### config.mk
export PLATFORM = sky130hd
export DESIGN_NAME = cpuBusDecode
export DESIGN_NICKNAME = d
export VERILOG_FILES = /design/src/logic/memMapPkg.sv /design/src/logic/cpuBusDecode.sv
export VERILOG_INCLUDE_DIRS = /design/src /design/src/logic
export SDC_FILE = /design/constraint.sdc
export NUM_CORES = 1
export LEC_CHECK = 0
export BUFFER_PORTS_ARGS = -buffer_cell sky130_fd_sc_hd__buf_2
export CAP_MARGIN = 40
export CORE_MARGIN = 2
export CORE_UTILIZATION = 36
export CTS_BUF_LIST = sky130_fd_sc_hd__clkbuf_8
export DETAILED_ROUTE_END_ITERATION = 7
export PLACE_DENSITY = 0.82
export SLEW_MARGIN = 20
export SYNTH_ARGS = -nofsm -noshare
export SYNTH_HDL_FRONTEND = slang
export SYNTH_SLANG_ARGS = --single-unit
### constraint.sdc
create_clock -name Fclk -period 1.6 [get_ports Fclk]
set_input_delay 0.16 -clock Fclk [delete_from_list [all_inputs] [get_ports Fclk]]
set_output_delay 0.16 -clock Fclk [all_outputs]
set_load 0.01 [all_outputs]
### src/logic/memMap_consts.svh
/* Memory map constants */
`ifndef MEMMAP_CONSTS_SVH
`define MEMMAP_CONSTS_SVH

`define DATA_W        8
`define ADDR_W        16
`define IO_PAGE       4'hD      // Top nibble of the I/O page
`define ANTIC_BASE    16'hD400
`define GTIA_BASE     16'hD000
`define ANTIC_REGS    16
`define GTIA_REGS     32
`define UNMAPPED_READ 8'hFF

// ANTIC offsets
`define OFS_DMACTL      4'h0
`define OFS_CHACTL      4'h1
`define OFS_DLISTL      4'h2
`define OFS_DLISTH      4'h3
`define OFS_HSCROL      4'h4
`define OFS_VSCROL      4'h5
`define OFS_ANTIC_HOLE0 4'h6    // No register here
`define OFS_PMBASE      4'h7
`define OFS_ANTIC_HOLE1 4'h8    // No register here
`define OFS_CHBASE      4'h9
`define OFS_WSYNC       4'hA
`define OFS_VCOUNT      4'hB    // Read only
`define OFS_PENH        4'hC    // Read only
`define OFS_PENV        4'hD    // Read only
`define OFS_NMIEN       4'hE
`define OFS_NMIST       4'hF

// GTIA offsets of the colour/control block
`define OFS_COLPM3 5'h15
`define OFS_COLPF0 5'h16
`define OFS_COLPF1 5'h17
`define OFS_COLPF2 5'h18
`define OFS_COLPF3 5'h19
`define OFS_COLBK  5'h1A
`define OFS_PRIOR  5'h1B
`define OFS_VDELAY 5'h1C
`define OFS_GRACTL 5'h1D
`define OFS_HITCLR 5'h1E
`define OFS_CONSOL 5'h1F

// GTIA hardware codes 1..21 map straight onto offsets 0..20
`define GTIA_HW_LAST_DIRECT 5'd21
`define GTIA_HW_CONSOL      5'd22

`define RST_DMACTL 8'h02
`define RST_DLISTL 8'h03
`define RST_DLISTH 8'hA0
`define RST_CHBASE 8'hF8
`define RST_COLPF0 8'h5A
`define RST_COLPF1 8'h38
`define RST_COLPF2 8'h7E

`endif
### src/logic/memMapPkg.sv
/* Memory map types */
`include "memMap_consts.svh"
`default_nettype none

package memMapPkg;

  // CPU request as seen on the address/data pins
  typedef struct packed {
    logic [`ADDR_W-1:0] addr;
    logic [`DATA_W-1:0] wrData;
    logic               writeEn;
  } cpuBusT;

  typedef enum logic [2:0] {
    anticSelNone   = 3'd0,
    anticSelDlistL = 3'd1,   // Low byte only
    anticSelDlist  = 3'd2,   // Both bytes
    anticSelVcount = 3'd3,
    anticSelPenH   = 3'd4,
    anticSelPenV   = 3'd5,
    anticSelNmiSt  = 3'd6
  } anticHwSelT;

  typedef struct packed {
    anticHwSelT         sel;
    logic [15:0]        dlist;
    logic [`DATA_W-1:0] vcount;
    logic [`DATA_W-1:0] penH;
    logic [`DATA_W-1:0] penV;
    logic [`DATA_W-1:0] nmiSt;
  } anticHwT;

  typedef struct packed {
    logic [$clog2(`GTIA_REGS)-1:0] sel;   // 0 idle, 1..21 direct, 22 CONSOL
    logic [`DATA_W-1:0]            data;
  } gtiaHwT;

  typedef struct packed {
    logic [`DATA_W-1:0] dmaCtl;
    logic [`DATA_W-1:0] chaCtl;
    logic [15:0]        dlist;
    logic [`DATA_W-1:0] hScrol;
    logic [`DATA_W-1:0] vScrol;
    logic [`DATA_W-1:0] pmBase;
    logic [`DATA_W-1:0] chBase;
    logic [`DATA_W-1:0] wSync;
    logic [`DATA_W-1:0] nmiEn;
  } anticViewT;

  typedef struct packed {
    logic [`DATA_W-1:0] colPm3;
    logic [`DATA_W-1:0] colPf0;
    logic [`DATA_W-1:0] colPf1;
    logic [`DATA_W-1:0] colPf2;
    logic [`DATA_W-1:0] colPf3;
    logic [`DATA_W-1:0] colBk;
    logic [`DATA_W-1:0] prior;
    logic [`DATA_W-1:0] vDelay;
    logic [`DATA_W-1:0] graCtl;
    logic [`DATA_W-1:0] hitClr;
  } gtiaViewT;

endpackage

`default_nettype wire

### src/logic/cpuBusDecode.sv
/* CPU address decode and read return */
`timescale 1ns/1ns
`include "memMap_consts.svh"
`default_nettype none

module cpuBusDecode
  import memMapPkg::*;
(
  input  wire                                 Fclk,
  input  wire                                 reset,
  input  wire cpuBusT                         cpuBus,
  input  wire [`DATA_W-1:0]                   ramRdData,
  input  wire [`DATA_W-1:0]                   anticRdData,
  input  wire [`DATA_W-1:0]                   gtiaRdData,
  output logic                                ramWrite,
  output logic                                anticWrite,
  output logic [$clog2(`ANTIC_REGS)-1:0]      anticOffset,
  output logic                                gtiaWrite,
  output logic [$clog2(`GTIA_REGS)-1:0]       gtiaOffset,
  output logic [`DATA_W-1:0]                  cpuRdData
);

  localparam int AnticOfsW = $clog2(`ANTIC_REGS);
  localparam int GtiaOfsW = $clog2(`GTIA_REGS);
  localparam logic [`ADDR_W-1:0] anticBase = `ANTIC_BASE;
  localparam logic [`ADDR_W-1:0] gtiaBase = `GTIA_BASE;

  logic               inIoPage;
  logic               hitAntic;
  logic               hitGtia;
  logic               ramSelQ;    // Last access went to RAM
  logic [`DATA_W-1:0] regDataQ;   // Captured register or unmapped value

  assign inIoPage = cpuBus.addr[`ADDR_W-1 -: 4] == `IO_PAGE;
  assign anticOffset = cpuBus.addr[AnticOfsW-1:0];
  assign gtiaOffset = cpuBus.addr[GtiaOfsW-1:0];

  // ANTIC window minus its two empty slots
  assign hitAntic = (cpuBus.addr[`ADDR_W-1:AnticOfsW] == anticBase[`ADDR_W-1:AnticOfsW])
                    && (anticOffset != `OFS_ANTIC_HOLE0)
                    && (anticOffset != `OFS_ANTIC_HOLE1);
  assign hitGtia = cpuBus.addr[`ADDR_W-1:GtiaOfsW] == gtiaBase[`ADDR_W-1:GtiaOfsW];

  assign ramWrite = cpuBus.writeEn && !inIoPage;
  assign anticWrite = cpuBus.writeEn && hitAntic;
  assign gtiaWrite = cpuBus.writeEn && hitGtia;   // Other I/O writes fall on the floor

  // Register data is sampled here so it lines up with the RAM output register
  always_ff @(posedge Fclk) begin
    if (reset) begin
      ramSelQ <= 1'b0;
      regDataQ <= '0;
    end else begin
      ramSelQ <= !inIoPage;
      if (hitAntic) begin
        regDataQ <= anticRdData;
      end else if (hitGtia) begin
        regDataQ <= gtiaRdData;
      end else begin
        regDataQ <= `UNMAPPED_READ;
      end
    end
  end

  assign cpuRdData = ramSelQ ? ramRdData : regDataQ;

endmodule

`default_nettype wire

Yosys cells after proc, flatten, opt, wreduce, memory -nomap -nowiden
Cells that the tools add are included.
- flip-flop bits (word level): 9
- input port bits: 51
- output and inout bits: 20
- word-level logic and storage cells: 16
- equality and inequality tests: 5
- multiplexer cells: 3
- reduce and logical (&&, ||, !) cells: 6
- operators by type and width (kind ; count):
    two-way mux 8 bit ; 3
    == test 12 bit (second input constant) ; 1
    == test 11 bit (second input constant) ; 1
    logical AND 1 bit ; 5
    == test 4 bit (second input constant) ; 1
    inequality test 4 x 3 -> 1 bit (second input constant) ; 1
    inequality test 4 bit (second input constant) ; 1
    zero test 1 bit ; 1

Depth between registers and ports, before layout
- word-level depth: 4
- mapped depth: 4
- mapped depth without buffers: 3

Least setup slack after synthesis
Ideal clock, no wire load.
- path kind: in2out
- start point: input port cpuBus[18] (netlist name)
- end point: output port gtiaWrite
- data arrival time: 1.189 ns
- setup slack: 0.251 ns
- stages on the path: 4
- buffers on the path: 1
- cell sequence: or4_4 -> buf_6 -> nor2_4 -> and3_1
- word-level cells in the longest chain between the ends: 2
- RTL lines (what ; RTL line ; source):
    from (decl) ; cpuBusDecode.sv:11 ; input wire cpuBusT cpuBus,
    == test 11 bit ; cpuBusDecode.sv:42 ; assign hitGtia = cpuBus.addr[`ADDR_W-1:GtiaOfsW] == gtiaBase[`ADDR_W-1:GtiaOfsW];
    logical AND 1 bit ; cpuBusDecode.sv:46 ; assign gtiaWrite = cpuBus.writeEn && hitGtia;
    to (decl) ; cpuBusDecode.sv:18 ; output logic gtiaWrite,
Every way passes these cells.

Worst setup path after layout
Same ends and word-level chain as after synthesis.

==> results.py <==
metrics = {
    "outcome": {
        "status": "completed",
    },
    "synthesis": {
        "synth_edf_count": 0,
        "ys_seq_area_share_pct": 26.1,
        "yosys.area.top_type": "dfxtp_1",
        "synth_mux_area_share_pct": 13.0,
        "netlist_top_cells_area": "dfxtp_1, mux2_2, o41ai_1",
        "syn_avg_cell_area_um2": 8.53,
        "yosys-top-cells-count": "buf_4, dfxtp_1, nor3_1, or2_2",
        "synth_compound_area_share_pct": 18.5,
        "synth.net_count": 132,
        "synth_xor_area_share_pct": 0,
        "synth.distinct_cells": 22,
        "ys_ff_latch": 9,
        "synthesis.area_um2": 691,
        "async_flop_share_pct": 0,
        "post-synth-top-area-fraction_pct": 26.1,
        "ys_warn_count": 0,
        "synth-simple-area-share_pct": 26.6,
        "synthFlopType": "dfxtp_1",
        "syn-instance-count": 81,
        "synth_top_family_by_area": "simple AND/OR/NAND/NOR gates",
        "synthAdderAreaFrac_pct": 0,
    },
    "placed_design": {
        "hpwl_mm": 1.53,
        "io_buffers": 62,
        "pre_cts_slack_ns": 0.104,
        "place_congestion": 0.786,
        "post_dp_cell_area_um2": 953,
    },
    "detailed_routing": {
        "wl_mm": 1.90,
        "first_pass_iters": 4,
        "drt-initial-drc-count": 10,
        "vias_per_cell": 4.82,
        "avgRoutedWirePerCell_um": 11.9,
        "num_vias": 767,
        "drc": 0,
        "postRouteAntennaNets": 0,
    },
    "timing": {
        "finalHoldViolations": 0,
        "fin_crit_ns": 1.41,
        "setup_viol": 0,
        "timing.fmax_mhz": 709,
        "maxSlewHeadroom_pct": 74.2,
        "rsz0062_at_grt": "false",
        "finalMaxSlewViolations": 0,
        "period_share_pct": 88.2,
        "finalSetupTns_ns": 0,
        "worst_slack_ns": 0.189,
        "tightest_slew_ns": 0.382,
    },
    "cts": {
        "cts.sinks": 9,
        "cts_root_buf": "clkbuf_8",
        "cts_hold_buf": 0,
        "ctsResizeCount": 0,
        "clkTransAtPathRegs_ns": 0.04,
        "htree_levels": 1,
        "cts_setup_buffers": 0,
        "cts_tree": "done",
        "cts_buffers": 3,
        "cts_max_path_buffers": 2,
    },
    "floorplan": {
        "die-area_um2": 2280,
        "core-area_um2": 1760,
        "die_y_um": 47.8,
        "start_util_pct": 39.1,
        "die_x_um": 47.8,
        "ioPinCount": 71,
        "rows": 15,
    },
    "grt": {
        "grt_use_total_pct": 16.8,
        "grt-ovfl-total": 0,
        "grt_max_degree": 20,
        "grt_first_pass_wirelength_mm": 2.66,
        "grt_pass1_vias": 680,
        "grt_antenna_before_repair": 0,
    },
    "worst_setup_path": {
        "critPathLaunchType": "input pin",
        "critPathMaxFanout": 9,
        "required_ns": 1.44,
        "path_delay_family": "simple AND/OR/NAND/NOR gates",
        "worstPathArrival_ns": 1.25,
        "cp_num_buf_inv": 2,
        "crit_slowest_cell": "or4_4",
        "worstSetupPathType": "in2out",
        "cp_cell_sequence": "buf_2, or4_4, nor2_4, and3_1, buf_2",
        "cp_slowest_stage_delay_ns": 0.60,
        "cpMostUsedCell": "buf_2",
        "crit_path_end_kind": "output pin",
    },
    "finish": {
        "antenna_cells": 0,
        "final_cell_area_um2": 998,
        "nets": 186,
        "area_growth_pct": 44.6,
        "layout-drive-gt1-share_pct": 65.7,
        "fill_cells": 181,
    },
    "power": {
        "power.leakage_nw": 0.481,
        "vdd_drop_max_uv": 262,
        "cellPowerDensity_nw_per_um2": 664,
    },
    "min_path": {
        "hp-class": "in2reg",
        "hold_end": "regDataQ[3]",
        "hold_start": "anticRdData[3]",
        "hold_path_depth": 3,
    },
    "job": {
        "drv_cap": 0,
    },
}
routing by layer:
| metal | share of wire (%) | global-route usage (%) | routed length [µm] | up-vias |
|---|---|---|---|---|
| met5 | 0 | 0 | 0 | - |
| met2 | 47 | 28.8 | 897 | 41 |
| met3 | 8.0 | 2.64 | 152 | 0 |
| met1 | 45 | 20.1 | 848 | 326 |
| li1 | - | - | - | 400 |
| met4 | 0 | 8.11 | 0 | 0 |
power by group:
group	switching, mW	internal [mW]
registers	0.00672	0.238
logic	0.0790	0.0958
clock network	0.0781	0.166
total	0.164	0.500
final cells by class:
type                    instances  area (µm²)  share of cell area (%)
clock inverters                 1        3.75                   0.376
clock buffers                   3        41.3                    4.14
repair buffers                 65         333                    33.3
well taps                      25        31.3                    3.13
flip-flops and latches          9         180                    18.0
multi-input cells              54         402                    40.2
inverters                       2        7.51                   0.752
stage by stage:
stage / util (%) / hold slack, ns / cells / total power [mW]
after floorplan: - / 0.361 / 81 / 0.348
after global routing: 56.6 / 0.262 / 159 / 0.700
final: 56.6 / 0.242 / 159 / 0.663
after CTS: 56.6 / 0.236 / 159 / 0.674
after global placement: 54.0 / 0.469 / 155 / 0.416
after detailed placement: 54.0 / 0.478 / 155 / 0.423
cells by family after synthesis:
logic type             Yosys count
flip-flops                       9
buffers and inverters           18
AND/OR/NAND/NOR                 29
AO/OA/AOI/OAI                   17
multiplexers                     8
how the worst max path moves through the flow:
stage	startpoint	end	cells past startpoint
global placement	cpuBus[18]	regDataQ[4]	4
floorplan	cpuBus[18]	gtiaWrite	4
finish	cpuBus[18]	gtiaWrite	5
detailed placement	cpuBus[18]	regDataQ[0]	4
CTS	ramSelQ	cpuRdData[6]	2
global route	ramSelQ	cpuRdData[6]	2
cells in the final DEF, fill, tap and decap left out:
cell	netlist	layout
nand3b_1	1	1
mux2_2	8	8
a31oi_1	8	8
o41ai_1	8	8
and3_1	2	2
or2_2	9	9
buf_2	0	62
nor2_1	1	1
a21o_1	1	1
nand4b_1	1	1
dfxtp_1	9	9
or4_4	1	1
nand2b_1	1	1
clkbuf_8	0	3
buf_4	9	3
or3b_2	1	1
nor3_1	9	9
and2_1	2	2
clkinv_1	1	1
nor2_4	1	1
inv_1	1	2
state kept, by name (all words and copies together), names as in the netlist:
signal / count
ramSelQ: 1
regDataQ: 8
(Power assumes the default switching activity.)
