**src/logic/memMap_consts.svh**
```systemverilog
/* Memory map constants */
`ifndef MEMMAP_CONSTS_SVH
`define MEMMAP_CONSTS_SVH

`define DATA_W        8
`define ADDR_W        16
`define IO_PAGE       4'hD      // Top nibble of the I/O page
`define ANTIC_BASE    16'hD400
`define GTIA_BASE     16'hD000
`define ANTIC_REGS    16
`define GTIA_REGS     32
`define UNMAPPED_READ 8'hFF

// ANTIC offsets
`define OFS_DMACTL      4'h0
`define OFS_CHACTL      4'h1
`define OFS_DLISTL      4'h2
`define OFS_DLISTH      4'h3
`define OFS_HSCROL      4'h4
`define OFS_VSCROL      4'h5
`define OFS_ANTIC_HOLE0 4'h6    // No register here
`define OFS_PMBASE      4'h7
`define OFS_ANTIC_HOLE1 4'h8    // No register here
`define OFS_CHBASE      4'h9
`define OFS_WSYNC       4'hA
`define OFS_VCOUNT      4'hB    // Read only
`define OFS_PENH        4'hC    // Read only
`define OFS_PENV        4'hD    // Read only
`define OFS_NMIEN       4'hE
`define OFS_NMIST       4'hF

// GTIA offsets of the colour/control block
`define OFS_COLPM3 5'h15
`define OFS_COLPF0 5'h16
`define OFS_COLPF1 5'h17
`define OFS_COLPF2 5'h18
`define OFS_COLPF3 5'h19
`define OFS_COLBK  5'h1A
`define OFS_PRIOR  5'h1B
`define OFS_VDELAY 5'h1C
`define OFS_GRACTL 5'h1D
`define OFS_HITCLR 5'h1E
`define OFS_CONSOL 5'h1F

// GTIA hardware codes 1..21 map straight onto offsets 0..20
`define GTIA_HW_LAST_DIRECT 5'd21
`define GTIA_HW_CONSOL      5'd22

`define RST_DMACTL 8'h02
`define RST_DLISTL 8'h03
`define RST_DLISTH 8'hA0
`define RST_CHBASE 8'hF8
`define RST_COLPF0 8'h5A
`define RST_COLPF1 8'h38
`define RST_COLPF2 8'h7E

`endif
```
**src/logic/memMapPkg.sv**
```systemverilog
/* Memory map types */
`include "memMap_consts.svh"
`default_nettype none

package memMapPkg;

  // CPU request as seen on the address/data pins
  typedef struct packed {
    logic [`ADDR_W-1:0] addr;
    logic [`DATA_W-1:0] wrData;
    logic               writeEn;
  } cpuBusT;

  typedef enum logic [2:0] {
    anticSelNone   = 3'd0,
    anticSelDlistL = 3'd1,   // Low byte only
    anticSelDlist  = 3'd2,   // Both bytes
    anticSelVcount = 3'd3,
    anticSelPenH   = 3'd4,
    anticSelPenV   = 3'd5,
    anticSelNmiSt  = 3'd6
  } anticHwSelT;

  typedef struct packed {
    anticHwSelT         sel;
    logic [15:0]        dlist;
    logic [`DATA_W-1:0] vcount;
    logic [`DATA_W-1:0] penH;
    logic [`DATA_W-1:0] penV;
    logic [`DATA_W-1:0] nmiSt;
  } anticHwT;

  typedef struct packed {
    logic [$clog2(`GTIA_REGS)-1:0] sel;   // 0 idle, 1..21 direct, 22 CONSOL
    logic [`DATA_W-1:0]            data;
  } gtiaHwT;

  typedef struct packed {
    logic [`DATA_W-1:0] dmaCtl;
    logic [`DATA_W-1:0] chaCtl;
    logic [15:0]        dlist;
    logic [`DATA_W-1:0] hScrol;
    logic [`DATA_W-1:0] vScrol;
    logic [`DATA_W-1:0] pmBase;
    logic [`DATA_W-1:0] chBase;
    logic [`DATA_W-1:0] wSync;
    logic [`DATA_W-1:0] nmiEn;
  } anticViewT;

  typedef struct packed {
    logic [`DATA_W-1:0] colPm3;
    logic [`DATA_W-1:0] colPf0;
    logic [`DATA_W-1:0] colPf1;
    logic [`DATA_W-1:0] colPf2;
    logic [`DATA_W-1:0] colPf3;
    logic [`DATA_W-1:0] colBk;
    logic [`DATA_W-1:0] prior;
    logic [`DATA_W-1:0] vDelay;
    logic [`DATA_W-1:0] graCtl;
    logic [`DATA_W-1:0] hitClr;
  } gtiaViewT;

endpackage

`default_nettype wire

```
**src/logic/gtiaRegs.sv**
```systemverilog
/* GTIA register file */
`timescale 1ns/1ns
`include "memMap_consts.svh"
`default_nettype none

module gtiaRegs
  import memMapPkg::*;
(
  input  wire                            Fclk,
  input  wire                            reset,
  input  wire                            cpuWrite,
  input  wire [$clog2(`GTIA_REGS)-1:0]   cpuOffset,
  input  wire [`DATA_W-1:0]              cpuData,
  input  wire gtiaHwT                    hw,
  output logic [`DATA_W-1:0]             rdData,
  output gtiaViewT                       view
);

  localparam int OfsW = $clog2(`GTIA_REGS);

  logic [`DATA_W-1:0] regFile [`GTIA_REGS];
  logic               hwValid;
  logic [OfsW-1:0]    hwOfs;

  function automatic logic [`DATA_W-1:0] resetValue(input logic [OfsW-1:0] ofs);
    case (ofs)
      `OFS_COLPF0: return `RST_COLPF0;
      `OFS_COLPF1: return `RST_COLPF1;
      `OFS_COLPF2: return `RST_COLPF2;
      default:     return '0;
    endcase
  endfunction

  // Collision/trigger codes to register offset
  always_comb begin
    hwValid = 1'b0;
    hwOfs = '0;
    if ((hw.sel != '0) && (hw.sel <= `GTIA_HW_LAST_DIRECT)) begin
      hwValid = 1'b1;
      hwOfs = hw.sel - 5'd1;   // Code 1 is HPOSP0/M0PF at offset 0
    end else if (hw.sel == `GTIA_HW_CONSOL) begin
      hwValid = 1'b1;
      hwOfs = `OFS_CONSOL;
    end
  end

  always_ff @(posedge Fclk) begin
    for (int i = 0; i < `GTIA_REGS; i++) begin
      if (reset) begin
        regFile[i] <= resetValue(OfsW'(i));
      end else if (cpuWrite && (cpuOffset == OfsW'(i))) begin
        regFile[i] <= cpuData;   // CPU has priority
      end else if (hwValid && (hwOfs == OfsW'(i))) begin
        regFile[i] <= hw.data;
      end
    end
  end

  assign rdData = regFile[cpuOffset];

  // Colour and control block straight from the flops
  assign view = '{
    colPm3: regFile[`OFS_COLPM3],
    colPf0: regFile[`OFS_COLPF0],
    colPf1: regFile[`OFS_COLPF1],
    colPf2: regFile[`OFS_COLPF2],
    colPf3: regFile[`OFS_COLPF3],
    colBk:  regFile[`OFS_COLBK],
    prior:  regFile[`OFS_PRIOR],
    vDelay: regFile[`OFS_VDELAY],
    graCtl: regFile[`OFS_GRACTL],
    hitClr: regFile[`OFS_HITCLR]
  };

endmodule

`default_nettype wire

```
**config.mk**
```make
export PLATFORM = sky130hd
export DESIGN_NAME = gtiaRegs
export DESIGN_NICKNAME = d
export VERILOG_FILES = /design/src/logic/memMapPkg.sv /design/src/logic/gtiaRegs.sv
export VERILOG_INCLUDE_DIRS = /design/src /design/src/logic
export SDC_FILE = /design/constraint.sdc
export NUM_CORES = 1
export LEC_CHECK = 0
export ABC_AREA = 1
export BUFFER_PORTS_ARGS = -buffer_cell sky130_fd_sc_hd__buf_2
export CAP_MARGIN = 20
export CORE_ASPECT_RATIO = 1.2
export CORE_UTILIZATION = 56
export CTS_BUF_LIST = sky130_fd_sc_hd__clkbuf_4 sky130_fd_sc_hd__clkbuf_8
export CTS_CLUSTER_SIZE = 30
export DETAILED_ROUTE_END_ITERATION = 6
export PLACE_DENSITY = 0.82
export SLEW_MARGIN = 15
export SYNTH_ARGS = -nofsm -noshare
export SYNTH_HDL_FRONTEND = slang
export SYNTH_SLANG_ARGS = --single-unit
```
**constraint.sdc**
```tcl
create_clock -name Fclk -period 2.2 [get_ports Fclk]
set_clock_uncertainty 0.05 [all_clocks]
set_input_delay 0.33 -clock Fclk [delete_from_list [all_inputs] [get_ports Fclk]]
set_output_delay 0.33 -clock Fclk [all_outputs]
set_load 0.01 [all_outputs]
```
; ---- Yosys cells after proc, flatten, opt, wreduce, memory -nomap -nowiden
; Memory sizes are Yosys's and may differ from the RTL's.
; Index checks and enable logic that the tools add are counted.
; W data, S select, Z words.
[totals]
register_bits = 0
word_cells = 496
ramBits = 256
in_bits = 29
output_inout_bits = 88
n_memories = 1
[mem_list]
columns = name, words, width, rd, rd_ports_with_merged_regs, write_ports, line_no
row1 = regFile, 32, 8, 11, 0, 32, gtiaRegs.sv:21  ; logic [`DATA_W-1:0] regFile [`GTIA_REGS];
[op_classes]
n_mux = 298
n_eq_ne = 63
order_cmp = 1
reduce_logical = 68
bitwise = 64
addsub = 1
[ops]
columns = operator, count
row1 = $mux W8, 68
row2 = $mux W1, 228
row3 = $eq A5 B5 Y1 const B, 33
row4 = $eq A5 B4 Y1 const B, 16
row5 = $logic_and A1 B1 Y1, 65
row6 = $or A1 B1 Y1, 64
row7 = $eq A5 B3 Y1 const B, 8
row8 = $eq A5 B2 Y1 const B, 4
row9 = $eq A5 B1 Y1 const B, 2
row10 = $logic_not A5 Y1, 2
row11 = $mux W5, 2
row12 = $le A5 B5 Y1 const B, 1
row13 = $reduce_bool A5 Y1, 1
row14 = $sub A5 B1 Y5 const B, 1

; ---- Logic depth before layout (Yosys ltp)
[logic_depth]
ltp_word = 10
ltp_mapped = 13
mapped_depth_nobuf = 13

; ---- Worst setup path before layout
; Ideal clock, no wire load.
[synth_path]
kind = in2reg
start = in hw[8] (netlist name)
end = mem regFile[0][0] (netlist name) (enable)
slack_ns = -0.119
setup_time_ns = 0.329
path_buffers = 1
stages = 11
required_ns = 1.821
arrival_time_ns = 1.941
path_cell_list = inv_2 > ha_1 > nand3_1 > nand2_1 > nand3_2 > nand2_1 > nand2_2 > a21oi_4 > buf_4 > nand2_1 > nand2_1
[synth_lines]
columns = item, line_no
row1 = start: declaration, gtiaRegs.sv:14  ; input wire gtiaHwT hw,
row2 = end: declaration, gtiaRegs.sv:21

==> results.sh <==
export IMPL_status="complete, but fails checks"
export IMPL_violations="setup timing"
export IMPL_cp_max_fo=2
export IMPL_largest_reg_flops=256
export IMPL_fillers=1640
export IMPL_pwr_share_comb=0.150
export IMPL_largestRegisters="regFile x256"
export IMPL_ys_seq_area_frac=0.5761
export IMPL_grt_max_degree=33
export IMPL_clockBufferDepth=3
export IMPL_track_usage=0.4132
export IMPL_antenna_cells=0
export IMPL_postRouteAntennaNets=0
export IMPL_final_max_slew_viol_count=0
export IMPL_finalWorstSetupSlack_ps=-190.2
export IMPL_synth_area_leader_cell="edfxtp_1"
export IMPL_routed_wl_mm=49.73
export IMPL_die_y_um=171.1
export IMPL_fmaxAchievable_ghz=0.4184
export IMPL_setup_viol=8
export IMPL_largest_register="regFile"
export IMPL_antenna_found_initial=0
export IMPL_rows=61
export IMPL_clkTransAtPathRegs_ps=70
export IMPL_place_hpwl_mm=33.89
export IMPL_fin_tns_setup_ps=-1041
export IMPL_p_per_area_mw_per_mm2=700.9
export IMPL_avgSynthCellArea_um2=9.177
export IMPL_endpoint_kind="primary output"
export IMPL_synth_distinct_cells=28
export IMPL_place_ws_ps=-170.2
export IMPL_final_cells=2055
export IMPL_drc=0
export IMPL_final_nets=1741
export IMPL_seq_power_share=0.497
export IMPL_ios=117
export IMPL_final_layout_size_suffix_gt1_frac=0.2718
export IMPL_cts_tree="built"
export IMPL_syn_nets=1486
export IMPL_synth_top_cell_area_share=0.5761
export IMPL_hold_path_startpoint="cpuData[1]"
export IMPL_syn_area_mm2=0.01334
export IMPL_drt_vias_per_instance=6.516
export IMPL_synthToLayoutAreaGrowth_pct=26.09
export IMPL_ys_warnings_count=0
export IMPL_hp_class="input port to register"
export IMPL_worstHoldEndpoint="regFile[15][1]"
export IMPL_die_area_mm2=0.02445
export IMPL_path_class="register to primary output"
export IMPL_p_sw_mw=3.328
export IMPL_dr_pass1_iters=6
export IMPL_hold_slack_ps=147.8
export IMPL_port_buffer_count=116
export IMPL_p_leak_nw=6.834
export IMPL_hold_depth=3
export IMPL_rsz0062_at_grt="true"
export IMPL_gp_routability_congestion=1.010
export IMPL_total_power_mw=11.79
export IMPL_drt_wirelength_per_cell_um=24.20
export IMPL_drtIter0Drc=2253
export IMPL_fin_crit_sh=1.086
export IMPL_postCtsHoldBufs=0
export IMPL_grt_pass1_wl_mm=74.14
export IMPL_intPower_mw=8.464
export IMPL_num_vias=13390
export IMPL_cap_violations=0
export IMPL_peakVddDrop_v=0.0007119
export IMPL_synth_seq_cells=256
export IMPL_ctsHtreeMaxLevel=2
export IMPL_p_clk_frac=0.353
export IMPL_cts_made_buffers=42
export IMPL_arrival_ps=2010
export IMPL_cts_sinks=256
export IMPL_die_x_um=142.9
export IMPL_clockRootBuffer="clkbuf_8"
export IMPL_syn_inst=1454
export IMPL_core_area_mm2=0.02328
export IMPL_synth_area_leaders="edfxtp_1 (58%), nand2_1 (13%), a22oi_1 (7.2%)"
export IMPL_final_min_clock_period_ps=2390
export IMPL_slew_headroom=0.5179
export IMPL_final_hold_viol_count=0
export IMPL_start_kind="register"
export IMPL_start_util=0.5732
export IMPL_switching_share=0.2822
export IMPL_worstPathRequired_ps=1820
export IMPL_grt_pass1_vias=12800
export IMPL_overflow=0
export IMPL_dp_cells=1965
export IMPL_worst_slew_pin_transition_ps=722.4
## layer usage
metal	GRT usage	wire length (um)	vias to the layer above
li1	-	-	5717
met1	0.5092	15950	6061
met2	0.6517	22760	1326
met3	0.08760	7254	286
met4	0.2842	3767	0
met5	0	0	-
## power by group through the flow
| stage | logic, mW | registers, mW | clock network [mW] |
|---|---|---|---|
| 2_1_floorplan | 0.764 | 5.91 | 0 |
| 6_report | 1.77 | 5.86 | 4.16 |
| 4_1_cts | 1.67 | 5.84 | 4.12 |
| 5_1_grt | 1.84 | 5.87 | 4.32 |
| 3_3_place_gp | 1.55 | 5.93 | 0 |
| 3_5_place_dp | 1.59 | 5.94 | 0 |
## metrics by stage
stage	utilization	instance area, um2
after floorplan	-	13400
after global placement	0.6685	15560
after detailed placement	0.6685	15560
after CTS	0.7173	16700
after global routing	0.7228	16820
final	0.7228	16820
## synthesized netlist by cell type (all sizes together)
| library cell | count |
|---|---|
| nand2 | 483 |
| edfxtp | 256 |
| a22oi | 128 |
| nor2 | 122 |
| o21ai | 95 |
| nand3 | 81 |
| nand4 | 67 |
| clkbuf | 64 |
| inv | 43 |
| o22ai | 30 |
| buf | 23 |
| nor3 | 20 |
| a21oi | 19 |
| clkinv | 17 |
| ha | 3 |
| nor4 | 1 |
| or2 | 1 |
| xnor2 | 1 |
## worst max-delay path by stage
| stage | from | end | slack [ps] | cells past startpoint |
|---|---|---|---|---|
| 4_1_cts | regFile[28][5] | rdData[5] | -150 | 7 |
| 6_report | regFile[28][5] | rdData[5] | -190 | 7 |
| 5_1_grt | regFile[28][5] | rdData[5] | -250 | 7 |
| 3_5_place_dp | hw[8] | regFile[8][2] | -170 | 13 |
| 2_1_floorplan | hw[8] | regFile[0][0] | -50 | 11 |
| 3_3_place_gp | cpuOffset[0] | rdData[4] | -140 | 11 |
## cells by family after synthesis
family          share of synthesized area
xor+xnor                        0.0006565
flops                              0.5761
fa+ha+maj                        0.002813
compound gates                     0.1297
buf+inv                           0.04248
simple gates                       0.2483
## final cells by class
class / count / area [um2] / share of cell area
sequential: 256 / 7687 / 0.4569
multi-input combinational: 1051 / 5426 / 0.3225
timing repair buffer: 298 / 2272 / 0.1350
clock buffer: 50 / 644.4 / 0.03830
tap: 315 / 394.1 / 0.02343
inverter: 60 / 227.7 / 0.01353
clock inverter: 25 / 172.7 / 0.01026
## worst max-delay path, cell delays in order (launching register included)
cell and delay, ps:
edfxtp_1 410, a22oi_2 270, nand2_2 110, nand2_1 90, nand3_1 100, nor3_2 200, nor2_1 120, buf_2 160
## repair_timing
action	4_1_cts	5_1_grt
resized for setup	43	18
buffers inserted	8	5
pin swaps	17	4
hold endpoints to repair	0	0
setup endpoints to repair	8	8
cloned	1	1
## cell usage in the layout, fill, tap and decap left out, types with 23 or more instances in the layout
| cell type | Yosys | routed |
|---|---|---|
| a22oi_1 | 128 | 107 |
| buf_12 | 0 | 23 |
| buf_2 | 9 | 116 |
| buf_4 | 1 | 157 |
| clkbuf_8 | 0 | 43 |
| clkinv_1 | 17 | 29 |
| edfxtp_1 | 256 | 256 |
| inv_1 | 29 | 29 |
| nand2_1 | 472 | 457 |
| nand2_2 | 11 | 26 |
| nand3_1 | 79 | 64 |
| nand4_1 | 67 | 67 |
| nor2_1 | 113 | 108 |
| o21ai_1 | 78 | 78 |
| o22ai_1 | 30 | 30 |
No activity file was read; power rests on OpenSTA's default activity.
