File: src/logic/memMap_consts.svh
/* Memory map constants */
`ifndef MEMMAP_CONSTS_SVH
`define MEMMAP_CONSTS_SVH

`define DATA_W        8
`define ADDR_W        16
`define IO_PAGE       4'hD      // Top nibble of the I/O page
`define ANTIC_BASE    16'hD400
`define GTIA_BASE     16'hD000
`define ANTIC_REGS    16
`define GTIA_REGS     32
`define UNMAPPED_READ 8'hFF

// ANTIC offsets
`define OFS_DMACTL      4'h0
`define OFS_CHACTL      4'h1
`define OFS_DLISTL      4'h2
`define OFS_DLISTH      4'h3
`define OFS_HSCROL      4'h4
`define OFS_VSCROL      4'h5
`define OFS_ANTIC_HOLE0 4'h6    // No register here
`define OFS_PMBASE      4'h7
`define OFS_ANTIC_HOLE1 4'h8    // No register here
`define OFS_CHBASE      4'h9
`define OFS_WSYNC       4'hA
`define OFS_VCOUNT      4'hB    // Read only
`define OFS_PENH        4'hC    // Read only
`define OFS_PENV        4'hD    // Read only
`define OFS_NMIEN       4'hE
`define OFS_NMIST       4'hF

// GTIA offsets of the colour/control block
`define OFS_COLPM3 5'h15
`define OFS_COLPF0 5'h16
`define OFS_COLPF1 5'h17
`define OFS_COLPF2 5'h18
`define OFS_COLPF3 5'h19
`define OFS_COLBK  5'h1A
`define OFS_PRIOR  5'h1B
`define OFS_VDELAY 5'h1C
`define OFS_GRACTL 5'h1D
`define OFS_HITCLR 5'h1E
`define OFS_CONSOL 5'h1F

// GTIA hardware codes 1..21 map straight onto offsets 0..20
`define GTIA_HW_LAST_DIRECT 5'd21
`define GTIA_HW_CONSOL      5'd22

`define RST_DMACTL 8'h02
`define RST_DLISTL 8'h03
`define RST_DLISTH 8'hA0
`define RST_CHBASE 8'hF8
`define RST_COLPF0 8'h5A
`define RST_COLPF1 8'h38
`define RST_COLPF2 8'h7E

`endif
File: src/logic/memMapPkg.sv
/* Memory map types */
`include "memMap_consts.svh"
`default_nettype none

package memMapPkg;

  // CPU request as seen on the address/data pins
  typedef struct packed {
    logic [`ADDR_W-1:0] addr;
    logic [`DATA_W-1:0] wrData;
    logic               writeEn;
  } cpuBusT;

  typedef enum logic [2:0] {
    anticSelNone   = 3'd0,
    anticSelDlistL = 3'd1,   // Low byte only
    anticSelDlist  = 3'd2,   // Both bytes
    anticSelVcount = 3'd3,
    anticSelPenH   = 3'd4,
    anticSelPenV   = 3'd5,
    anticSelNmiSt  = 3'd6
  } anticHwSelT;

  typedef struct packed {
    anticHwSelT         sel;
    logic [15:0]        dlist;
    logic [`DATA_W-1:0] vcount;
    logic [`DATA_W-1:0] penH;
    logic [`DATA_W-1:0] penV;
    logic [`DATA_W-1:0] nmiSt;
  } anticHwT;

  typedef struct packed {
    logic [$clog2(`GTIA_REGS)-1:0] sel;   // 0 idle, 1..21 direct, 22 CONSOL
    logic [`DATA_W-1:0]            data;
  } gtiaHwT;

  typedef struct packed {
    logic [`DATA_W-1:0] dmaCtl;
    logic [`DATA_W-1:0] chaCtl;
    logic [15:0]        dlist;
    logic [`DATA_W-1:0] hScrol;
    logic [`DATA_W-1:0] vScrol;
    logic [`DATA_W-1:0] pmBase;
    logic [`DATA_W-1:0] chBase;
    logic [`DATA_W-1:0] wSync;
    logic [`DATA_W-1:0] nmiEn;
  } anticViewT;

  typedef struct packed {
    logic [`DATA_W-1:0] colPm3;
    logic [`DATA_W-1:0] colPf0;
    logic [`DATA_W-1:0] colPf1;
    logic [`DATA_W-1:0] colPf2;
    logic [`DATA_W-1:0] colPf3;
    logic [`DATA_W-1:0] colBk;
    logic [`DATA_W-1:0] prior;
    logic [`DATA_W-1:0] vDelay;
    logic [`DATA_W-1:0] graCtl;
    logic [`DATA_W-1:0] hitClr;
  } gtiaViewT;

endpackage

`default_nettype wire

File: src/logic/anticRegs.sv
/* ANTIC register file */
`timescale 1ns/1ns
`include "memMap_consts.svh"
`default_nettype none

module anticRegs
  import memMapPkg::*;
(
  input  wire                             Fclk,
  input  wire                             reset,
  input  wire                             cpuWrite,
  input  wire [$clog2(`ANTIC_REGS)-1:0]   cpuOffset,
  input  wire [`DATA_W-1:0]               cpuData,
  input  wire anticHwT                    hw,
  output logic [`DATA_W-1:0]              rdData,
  output anticViewT                       view
);

  localparam int OfsW = $clog2(`ANTIC_REGS);

  logic [`DATA_W-1:0]    regFile [`ANTIC_REGS];
  logic [`DATA_W-1:0]    hwValue [`ANTIC_REGS];
  logic [`ANTIC_REGS-1:0] hwLoad;

  function automatic logic [`DATA_W-1:0] resetValue(input logic [OfsW-1:0] ofs);
    case (ofs)
      `OFS_DMACTL: return `RST_DMACTL;
      `OFS_DLISTL: return `RST_DLISTL;
      `OFS_DLISTH: return `RST_DLISTH;
      `OFS_CHBASE: return `RST_CHBASE;
      default:     return '0;
    endcase
  endfunction

  function automatic logic isReadOnly(input logic [OfsW-1:0] ofs);
    return (ofs == `OFS_VCOUNT) || (ofs == `OFS_PENH) || (ofs == `OFS_PENV);
  endfunction

  // Decode the hardware select into per-register loads
  always_comb begin
    hwLoad = '0;
    for (int i = 0; i < `ANTIC_REGS; i++) begin
      hwValue[i] = '0;
    end
    case (hw.sel)
      anticSelDlistL: begin
        hwLoad[`OFS_DLISTL] = 1'b1;
        hwValue[`OFS_DLISTL] = hw.dlist[7:0];
      end
      anticSelDlist: begin
        hwLoad[`OFS_DLISTL] = 1'b1;
        hwLoad[`OFS_DLISTH] = 1'b1;
        hwValue[`OFS_DLISTL] = hw.dlist[7:0];
        hwValue[`OFS_DLISTH] = hw.dlist[15:8];
      end
      anticSelVcount: begin
        hwLoad[`OFS_VCOUNT] = 1'b1;
        hwValue[`OFS_VCOUNT] = hw.vcount;
      end
      anticSelPenH: begin
        hwLoad[`OFS_PENH] = 1'b1;
        hwValue[`OFS_PENH] = hw.penH;
      end
      anticSelPenV: begin
        hwLoad[`OFS_PENV] = 1'b1;
        hwValue[`OFS_PENV] = hw.penV;
      end
      anticSelNmiSt: begin
        hwLoad[`OFS_NMIST] = 1'b1;
        hwValue[`OFS_NMIST] = hw.nmiSt;
      end
      default: ;   // Idle
    endcase
  end

  // CPU write beats a hardware load on the same byte
  always_ff @(posedge Fclk) begin
    for (int i = 0; i < `ANTIC_REGS; i++) begin
      if (reset) begin
        regFile[i] <= resetValue(OfsW'(i));
      end else if (cpuWrite && (cpuOffset == OfsW'(i)) && !isReadOnly(OfsW'(i))) begin
        regFile[i] <= cpuData;
      end else if (hwLoad[i]) begin
        regFile[i] <= hwValue[i];
      end
    end
  end

  assign rdData = regFile[cpuOffset];

  assign view = '{
    dmaCtl: regFile[`OFS_DMACTL],
    chaCtl: regFile[`OFS_CHACTL],
    dlist:  {regFile[`OFS_DLISTH], regFile[`OFS_DLISTL]},
    hScrol: regFile[`OFS_HSCROL],
    vScrol: regFile[`OFS_VSCROL],
    pmBase: regFile[`OFS_PMBASE],
    chBase: regFile[`OFS_CHBASE],
    wSync:  regFile[`OFS_WSYNC],
    nmiEn:  regFile[`OFS_NMIEN]
  };

endmodule

`default_nettype wire

File: config.mk
export PLATFORM = sky130hd
export DESIGN_NAME = anticRegs
export DESIGN_NICKNAME = d
export VERILOG_FILES = /design/src/logic/memMapPkg.sv /design/src/logic/anticRegs.sv
export VERILOG_INCLUDE_DIRS = /design/src /design/src/logic
export SDC_FILE = /design/constraint.sdc
export NUM_CORES = 1
export LEC_CHECK = 0
export BUFFER_PORTS_ARGS = -buffer_cell sky130_fd_sc_hd__buf_2
export CORE_MARGIN = 3
export CORE_UTILIZATION = 44
export DETAILED_ROUTE_END_ITERATION = 7
export GPL_ROUTABILITY_DRIVEN = 0
export HOLD_SLACK_MARGIN = 0.05
export PLACE_DENSITY = 0.69
export SYNTH_ARGS = -nofsm -noshare
export SYNTH_HDL_FRONTEND = slang
export SYNTH_SLANG_ARGS = --single-unit
File: constraint.sdc
create_clock -name Fclk -period 1.6 [get_ports Fclk]
set_clock_uncertainty 0.05 [all_clocks]
set_input_delay 0.16 -clock Fclk [delete_from_list [all_inputs] [get_ports Fclk]]
set_output_delay 0.16 -clock Fclk [all_outputs]
set_load 0.005 [all_outputs]
Word-level counts from Yosys, hierarchy flattened
Memory sizes are Yosys's and may differ from the RTL's.
Index checks and enable logic that the tools add are counted.
{"block": "totals", "elab_cells": 151, "in_bits": 66, "mem_count": 1, "ramBits": 128, "out_inout_bits": 88, "register_bits": 0}
{"name": "regFile", "words": 16, "word_bits": 8, "read_ports": 11, "rd_clocked_by_memory_dff": 0, "write_ports": 16, "line": "anticRegs.sv:21", "source": "logic [`DATA_W-1:0] regFile [`ANTIC_REGS];"}
{"block": "classes", "n_bitwise": 19, "reduce_logical": 15, "eq_ne": 18, "n_mux": 98}
{"operator": "8-bit 2-to-1 mux", "n": 30}
{"operator": "1-bit 2-to-1 mux", "n": 68}
{"operator": "4-bit == test, second input constant", "n": 5}
{"operator": "1-bit OR", "n": 19}
{"operator": "4-bit by 3-bit == test with 1-bit output, second input constant", "n": 4}
{"operator": "1-bit logical AND", "n": 13}
{"operator": "3-bit == test, second input constant", "n": 3}
{"operator": "4-bit by 2-bit == test with 1-bit output, second input constant", "n": 2}
{"operator": "3-bit by 2-bit == test with 1-bit output, second input constant", "n": 2}
{"operator": "4-bit by 1-bit == test with 1-bit output, second input constant", "n": 1}
{"operator": "4-bit zero test", "n": 1}
{"operator": "3-bit by 1-bit == test with 1-bit output, second input constant", "n": 1}
{"operator": "2-bit OR reduction", "n": 1}

Depth between registers and ports, before layout
Gate-level depths: netlist of run 1.
{"block": "depth", "depth_word": 8, "ltp_mapped": 6, "depth_no_buf": 3}

Least setup slack after synthesis of run 1
No wires, ideal clock.
{"block": "synth_path", "path_type": "input -> register", "from": "in cpuOffset[2]", "to": "mem regFile[7][0] (netlist bit), enable pin", "path_stages": 5, "path_buffers": 2, "setup_ps": 375, "setup_slack_ps": -105, "t_required_ps": 1175, "t_arrival_ps": 1280, "path_cell_list": "buf_2 > nor2b_1 > clkbuf_1 > nand2_1 > o21bai_1"}
{"element": "start, declared", "line": "anticRegs.sv:12", "source": "input wire [$clog2(`ANTIC_REGS)-1:0] cpuOffset,"}
{"element": "end, declared", "line": "anticRegs.sv:21"}

==> impl_metrics.env, run 1 <==
export IMPL_crit_path_end_kind="output port"
export IMPL_timing_fmax_mhz=478
export IMPL_violations="setup timing"
export IMPL_cts_max_path_buffers=2
export IMPL_cts_tree="done"
export IMPL_post_route_util=0.694
export IMPL_nets=819
export IMPL_cp_arrival_ns=1.88
export IMPL_placed_area_um2=8100
export IMPL_maxSlewViolCount=0
export IMPL_num_io_pins=154
export IMPL_cts_sinks=128
export IMPL_critical_path_max_stage_delay_ns=0.50
export IMPL_synth_seq_area_share=0.619
export IMPL_synth_edf_count=128
export IMPL_dp_hpwl_um=15000
export IMPL_nFillCells=905
export IMPL_setup_viol=8
export IMPL_syn_area_um2=6210
export IMPL_cts_root_buf="clkbuf_16"
export IMPL_multi_input_area_um2=2210
export IMPL_synth_cell_types=38
export IMPL_layout_drive_gt1_share=0.512
export IMPL_top_regs="regFile (128)"
export IMPL_wl_per_cell_um=22.2
export IMPL_synth_net_count=483
export IMPL_peakVddDrop_uv=860
export IMPL_ys_warn_count=0
export IMPL_die_h_um=125
export IMPL_synth_area_leaders="edfxtp_1 62%, mux4_2 12%, and2_1 5.8%, a22o_1 2.8%, a22oi_1 2.4%"
export IMPL_rsz0062_at_grt="yes"
export IMPL_maxSlewHeadroom=0.372
export IMPL_crit_slowest_cell="mux4_2"
export IMPL_dieArea_um2=15600
export IMPL_async_reset_ff_frac=0
export IMPL_drt_initial_drc_count=633
export IMPL_synthToLayoutAreaGrowth_pct=51.0
export IMPL_critPathTopFamily="multiplexers"
export IMPL_h_tree_depth=4
export IMPL_path_buf_inv=2
export IMPL_clkTransAtPathRegs_ns=0.06
export IMPL_p_per_area_nw_per_um2=1030
export IMPL_hold_path_class="input port to register"
export IMPL_grt_antenna_before_repair=1
export IMPL_maxCapViolCount=0
export IMPL_worstPathMaxFanout=2
export IMPL_overflow=0
export IMPL_fp_dieW_um=125
export IMPL_dr_pass1_iters=5
export IMPL_hold_violations=0
export IMPL_largest_reg_flops=128
export IMPL_worst_slew_pin_slew_ns=0.934
export IMPL_numPortBuffers=153
export IMPL_synthCells=417
export IMPL_synth_seq_cells=128
export IMPL_layout_common_cells="153 x buf_2, 146 x buf_4, 128 x edfxtp_1, 58 x and2_1, 45 x dlygate4sd3_1"
export IMPL_p_leak_nw=3.80
export IMPL_fin_area_um2=9370
export IMPL_grt_pass1_vias=5576
export IMPL_rows=42
export IMPL_crit_chain="mux4_2 -> a22oi_2 -> buf_4 -> nand2_2 -> buf_2"
export IMPL_layout_commonest_cell="buf_2"
export IMPL_via_per_inst=5.60
export IMPL_status="finished with violations"
export IMPL_grtUsageTotal=0.274
export IMPL_worst_setup_path_type="register to output port"
export IMPL_yosysTopAreaCellShare=0.619
export IMPL_n_antenna_cell=0
export IMPL_period_share=1.31
export IMPL_ff_latch_area_um2=3840
export IMPL_avgSynthCellArea_um2=14.9
export IMPL_cts_made_buffers=17
export IMPL_grt_max_degree=17
export IMPL_netlist_top_cell_by_area="edfxtp_1"
export IMPL_ys_flop_type="edfxtp_1"
export IMPL_worst_slack_ns=-0.490
export IMPL_grt_pass1_wl_um=31700
export IMPL_drcViolationCount=0
export IMPL_startpoint_type="register"
export IMPL_coreArea_um2=13500
export IMPL_start_util=0.460
export IMPL_wl_um=21000
export IMPL_crit_required_ns=1.39
export IMPL_period_minus_slack_ns=2.09
export IMPL_largest_register="regFile"
export IMPL_antenna_left=0
export IMPL_routed_via_count=5271
[per-stage QoR]
stage | power [W] | worst slack, ns | TNS, ns | std cells | hold slack (ns)
after floorplan | 0.00457 | -0.105 | -4.06 | 417 | 0.286
after global placement | 0.00534 | -0.239 | -4.24 | 846 | 0.391
after detailed placement | 0.00536 | -0.270 | -7.37 | 846 | 0.393
after CTS | 0.00962 | -0.476 | -3.48 | 935 | 0.0560
after global routing | 0.00990 | -0.533 | -3.73 | 942 | 0.0860
final | 0.00963 | -0.490 | -3.53 | 942 | 0.0651
[layer usage]
| layer | GRT usage | wire length, µm |
|---|---|---|
| met5 | 0 | 0 |
| met4 | 0.105 | 553 |
| met3 | 0.0759 | 2270 |
| met2 | 0.449 | 10400 |
| met1 | 0.346 | 7750 |
[synthesized netlist by cell type, types with 9 or more instances]
master / number
clkbuf_1: 18
nand2b_1: 9
mux4_2: 32
and2_1: 58
nor4_1: 19
edfxtp_1: 128
nor3_1: 24
nand2_1: 14
o21bai_1: 9
a22oi_1: 20
nor2_1: 10
a22o_1: 20
buf_2: 9
[what timing repair did]
action,4_1_cts,5_1_grt
gates resized for setup,10,1
setup buffers,12,7
hold buffers,45,0
pin swaps,9,0
endpoints found under the setup margin,8,8
endpoints found under the hold margin,45,0
[path summary, 6_finish.rpt]
| check | from | endpoint | slack [ns] | cells past startpoint |
|---|---|---|---|---|
| min | hw[45] | regFile[3][5]$_DFFE_PP_ | 0.07 | 3 |
| max | regFile[0][2]$_SDFFCE_PN0P_ | rdData[2] | -0.49 | 5 |
[cell type report]
class / count / area share
flip-flops and latches: 128 / 0.410
repair buffers: 350 / 0.260
multi-input cells: 246 / 0.236
clock buffers: 18 / 0.0458
well taps: 176 / 0.0235
clock inverters: 14 / 0.0208
inverters: 10 / 0.00401
[power breakdown]
group          leakage (nW)  internal (W)  switching, W  total [W]
logic                  2.25      0.000764      0.000657    0.00142
registers              1.24       0.00393      0.000130    0.00406
clock network         0.308       0.00273       0.00142    0.00415
[kinds of logic after synthesis]
kind of cell,count (synthesis),share of synthesized area
compound gates,61,0.0843
xor+xnor,1,0.00141
buf+inv,43,0.0321
flops,128,0.619
mux,32,0.116
simple gates,152,0.147
(Power assumes the default switching activity.)
==> run 2, diff against run 1 <==
- PLACE_DENSITY: 0.69 -> 0.7
==> impl_metrics.env, run 2 (synthesized netlist as in run 1, its figures left out) <==
export IMPL_wl_um=21000
export IMPL_grt_pass1_wl_um=31600
export IMPL_start_util=0.460
export IMPL_p_comb_frac=0.147
export IMPL_hold_path_class="input port to register"
export IMPL_hold_depth=3
export IMPL_post_route_util=0.696
export IMPL_path_buf_inv=1
export IMPL_largest_register="regFile"
export IMPL_dr_pass1_iters=5
export IMPL_largest_reg_flops=128
export IMPL_p_clk_frac=0.434
export IMPL_dr_wl_met3_um=2080
export IMPL_layout_drive_gt1_share=0.516
export IMPL_status="finished with violations"
export IMPL_crit_required_ns=1.39
export IMPL_n_antenna_cell=0
export IMPL_cts_root_buf="clkbuf_16"
export IMPL_worst_setup_path_type="register to output port"
export IMPL_place_ws_ns=-0.226
export IMPL_startpoint_type="register"
export IMPL_num_io_pins=154
export IMPL_sw_frac_of_total=0.233
export IMPL_maxCapViolCount=0
export IMPL_min_delay_start="hw[33]"
export IMPL_cts_sinks=128
export IMPL_coreArea_um2=13500
export IMPL_setup_viol=8
export IMPL_crit_path_end_kind="output port"
export IMPL_via_per_inst=5.58
export IMPL_grt_max_degree=23
export IMPL_placed_area_um2=8080
export IMPL_highest_layer="met4"
export IMPL_drt_initial_drc_count=481
export IMPL_dieArea_um2=15600
export IMPL_crit_slowest_cell="mux4_2"
export IMPL_cp_arrival_ns=1.88
export IMPL_route_met2_wl_um=10600
export IMPL_dp_hpwl_um=15000
export IMPL_maxSlewHeadroom=0.360
export IMPL_p_per_area_nw_per_um2=1030
export IMPL_overflow=0
export IMPL_finalSetupTns_ns=-3.64
export IMPL_crit_chain="mux4_2 -> a22oi_2 -> nand2_2 -> buf_2"
export IMPL_p_int_w=0.00745
export IMPL_die_h_um=125
export IMPL_top_regs="regFile (128)"
export IMPL_rsz0062_at_grt="yes"
export IMPL_cts_max_path_buffers=2
export IMPL_drcViolationCount=0
export IMPL_antenna_left=0
export IMPL_period_minus_slack_ns=2.09
export IMPL_sequentialPowerShare=0.418
export IMPL_whs_ns=0.0646
export IMPL_period_share=1.30
export IMPL_p_leak_nw=3.80
export IMPL_cts_tree="done"
export IMPL_worst_slew_pin_slew_ns=0.953
export IMPL_hold_violations=0
export IMPL_power_switching_w=0.00226
export IMPL_numPortBuffers=153
export IMPL_nets=815
export IMPL_cts_made_buffers=17
export IMPL_h_tree_depth=4
export IMPL_layout_commonest_cell="buf_2"
export IMPL_peakVddDrop_uv=722
export IMPL_grtUsageTotal=0.272
export IMPL_worst_slack_ns=-0.486
export IMPL_grt_pass1_vias=5462
export IMPL_critical_path_max_stage_delay_ns=0.52
export IMPL_setup_worst_path_start="regFile[3][5]$_DFFE_PP_"
export IMPL_timing_fmax_mhz=479
export IMPL_violations="setup timing"
export IMPL_wl_per_cell_um=22.4
export IMPL_maxSlewViolCount=0
export IMPL_worstPathMaxFanout=2
export IMPL_clkTransAtPathRegs_ns=0.06
export IMPL_routed_via_count=5230
export IMPL_grt_antenna_before_repair=0
export IMPL_wl_met1_um=7850
export IMPL_rows=42
export IMPL_critPathTopFamily="multiplexers"
export IMPL_synthToLayoutAreaGrowth_pct=51.5
export IMPL_fp_dieW_um=125
export IMPL_fin_area_um2=9400
export IMPL_path_depth=4
export IMPL_layout_common_cells="152 x buf_2, 140 x buf_4, 128 x edfxtp_1, 58 x and2_1, 44 x dlygate4sd3_1"
[run 2: repair_timing]
item,in CTS,in global routing
endpoints found under the hold margin,44,0
pin swaps,8,1
buffers inserted,18,5
setup endpoints to repair,8,8
hold buffers,44,0
resized for setup,9,6
[run 2: metrics by stage]
step                      total power [W]  std cells
after floorplan                   0.00457        417
after detailed placement          0.00536        840
after global routing              0.00999        938
after global placement            0.00533        840
after CTS                         0.00971        933
final                             0.00972        938
[run 2: power by group through the flow]
| stage | combinational (W) | clock, W | sequential [W] |
|---|---|---|---|
| floorplan | 0.000488 | 0 | 0.00408 |
| global placement | 0.00120 | 0 | 0.00413 |
| detailed placement | 0.00122 | 0 | 0.00414 |
| CTS | 0.00139 | 0.00426 | 0.00406 |
| global route | 0.00152 | 0.00440 | 0.00408 |
| finish | 0.00143 | 0.00422 | 0.00407 |
[run 2: area by class of cell]
cell class	count	area, µm²
Sequential cell	128	3840
Clock buffer	17	425
Timing Repair Buffer	346	2430
Multi-Input combinational cell	246	2220
Inverter	10	37.5
Tap cell	176	220
Fill cell	898	4110
Clock inverter	15	218
[run 2: final timing paths]
check	end	slack (ns)
max	rdData[5]	-0.49
min	regFile[2][1]$_DFFE_PP_	0.06
[run 2: routing by layer]
layer,vias to the layer above,global-route usage
li1,2308,-
met1,2555,0.336
met2,325,0.455
met3,42,0.0819
met4,0,0.0961
met5,-,0
==> run 3, diff against run 2 <==
- MAX_ROUTING_LAYER: not set -> met4
- SKIP_CTS_REPAIR_TIMING: not set -> 1
==> impl_metrics.env, run 3 (synthesized netlist as in run 1, its figures left out) <==
export IMPL_status="finished with violations"
export IMPL_violations="setup timing"
export IMPL_finalSetupTns_ns=-3.57
export IMPL_p_per_area_nw_per_um2=1040
export IMPL_grt_pass1_wl_um=30400
export IMPL_dr_pass1_iters=5
export IMPL_maxCapViolCount=0
export IMPL_grt_antenna_before_repair=0
export IMPL_routed_via_count=5263
export IMPL_startpoint_type="register"
export IMPL_fin_cells=932
export IMPL_rsz0062_at_grt="yes"
export IMPL_crit_required_ns=1.39
export IMPL_wl_um=20900
export IMPL_place_ws_ns=-0.226
export IMPL_setup_viol=8
export IMPL_critical_path_max_stage_delay_ns=0.52
export IMPL_fp_dieW_um=125
export IMPL_maxSlewViolCount=0
export IMPL_grtUsageTotal=0.271
export IMPL_cts_made_buffers=17
export IMPL_path_buf_inv=1
export IMPL_worstPathMaxFanout=2
export IMPL_post_route_util=0.693
export IMPL_grt_max_degree=23
export IMPL_cts_sinks=128
export IMPL_worst_slew_pin_slew_ns=0.923
export IMPL_numPortBuffers=153
export IMPL_n_antenna_cell=0
export IMPL_drt_initial_drc_count=450
export IMPL_layout_drive_gt1_share=0.513
export IMPL_grt_pass1_vias=5193
export IMPL_maxSlewHeadroom=0.380
export IMPL_num_io_pins=154
export IMPL_timing_fmax_mhz=481
export IMPL_largest_reg_flops=128
export IMPL_die_h_um=125
export IMPL_via_per_inst=5.65
export IMPL_rows=42
export IMPL_crit_slowest_cell="mux4_2"
export IMPL_hold_path_class="input port to register"
export IMPL_coreArea_um2=13500
export IMPL_period_minus_slack_ns=2.08
export IMPL_crit_chain="mux4_2 -> a22oi_2 -> nand2_1 -> buf_2"
export IMPL_layout_commonest_cell="buf_2"
export IMPL_antenna_left=0
export IMPL_layout_common_cells="151 x buf_2, 135 x buf_4, 128 x edfxtp_1, 58 x and2_1, 43 x dlygate4sd3_1"
export IMPL_critPathTopFamily="multiplexers"
export IMPL_worst_slack_ns=-0.479
export IMPL_wl_per_cell_um=22.4
export IMPL_clkTransAtPathRegs_ns=0.05
export IMPL_synthToLayoutAreaGrowth_pct=50.9
export IMPL_dp_hpwl_um=15000
export IMPL_placed_cells=840
export IMPL_dieArea_um2=15600
export IMPL_largest_register="regFile"
export IMPL_cts_max_path_buffers=2
export IMPL_overflow=0
export IMPL_cts_root_buf="clkbuf_16"
export IMPL_h_tree_depth=4
export IMPL_start_util=0.460
export IMPL_cp_arrival_ns=1.87
export IMPL_drcViolationCount=0
export IMPL_nets=809
export IMPL_cts_tree="done"
export IMPL_peakVddDrop_uv=722
export IMPL_crit_path_end_kind="output port"
export IMPL_top_regs="regFile (128)"
export IMPL_p_leak_nw=3.77
export IMPL_worst_setup_path_type="register to output port"
export IMPL_period_share=1.30
export IMPL_hold_violations=0
-- run 3: where the power goes --
| group | internal [W] | switching [W] | total [W] | leakage [nW] |
|---|---|---|---|---|
| registers | 0.00393 | 0.000133 | 0.00407 | 1.24 |
| logic | 0.000767 | 0.000654 | 0.00142 | 2.22 |
| clock network | 0.00275 | 0.00147 | 0.00422 | 0.305 |
| total | 0.00745 | 0.00225 | 0.00970 | 3.77 |
-- run 3: through the flow --
step / power [W] / hold WS, ns / instance area [µm²]
after floorplan: 0.00457 / 0.286 / 6210
after global routing: 0.00999 / 0.0608 / 9360
after global placement: 0.00533 / 0.392 / 8080
after detailed placement: 0.00536 / 0.390 / 8080
final: 0.00970 / 0.0570 / 9360
after CTS: 0.00956 / -0.0551 / 8730
-- run 3: area by class of cell --
cell class | instances | area (µm²)
Tap cell | 176 | 220
Inverter | 10 | 37.5
Clock inverter | 15 | 218
Clock buffer | 17 | 425
Sequential cell | 128 | 3840
Fill cell | 904 | 4140
Timing Repair Buffer | 340 | 2390
Multi-Input combinational cell | 246 | 2230
-- run 3: path summary, 6_finish.rpt --
check / from / end / slack, ns / cells after the start
max: regFile[3][4]$_DFFE_PP_ / rdData[4] / -0.48 / 4
min: hw[46] / regFile[3][6]$_DFFE_PP_ / 0.06 / 2
-- run 3: metal layers --
| layer | global-route usage | share of wire |
|---|---|---|
| met1 | 0.326 | 0.38 |
| met2 | 0.440 | 0.50 |
| met3 | 0.0819 | 0.099 |
| met4 | 0.0864 | 0.023 |
| met5 | - | 0 |
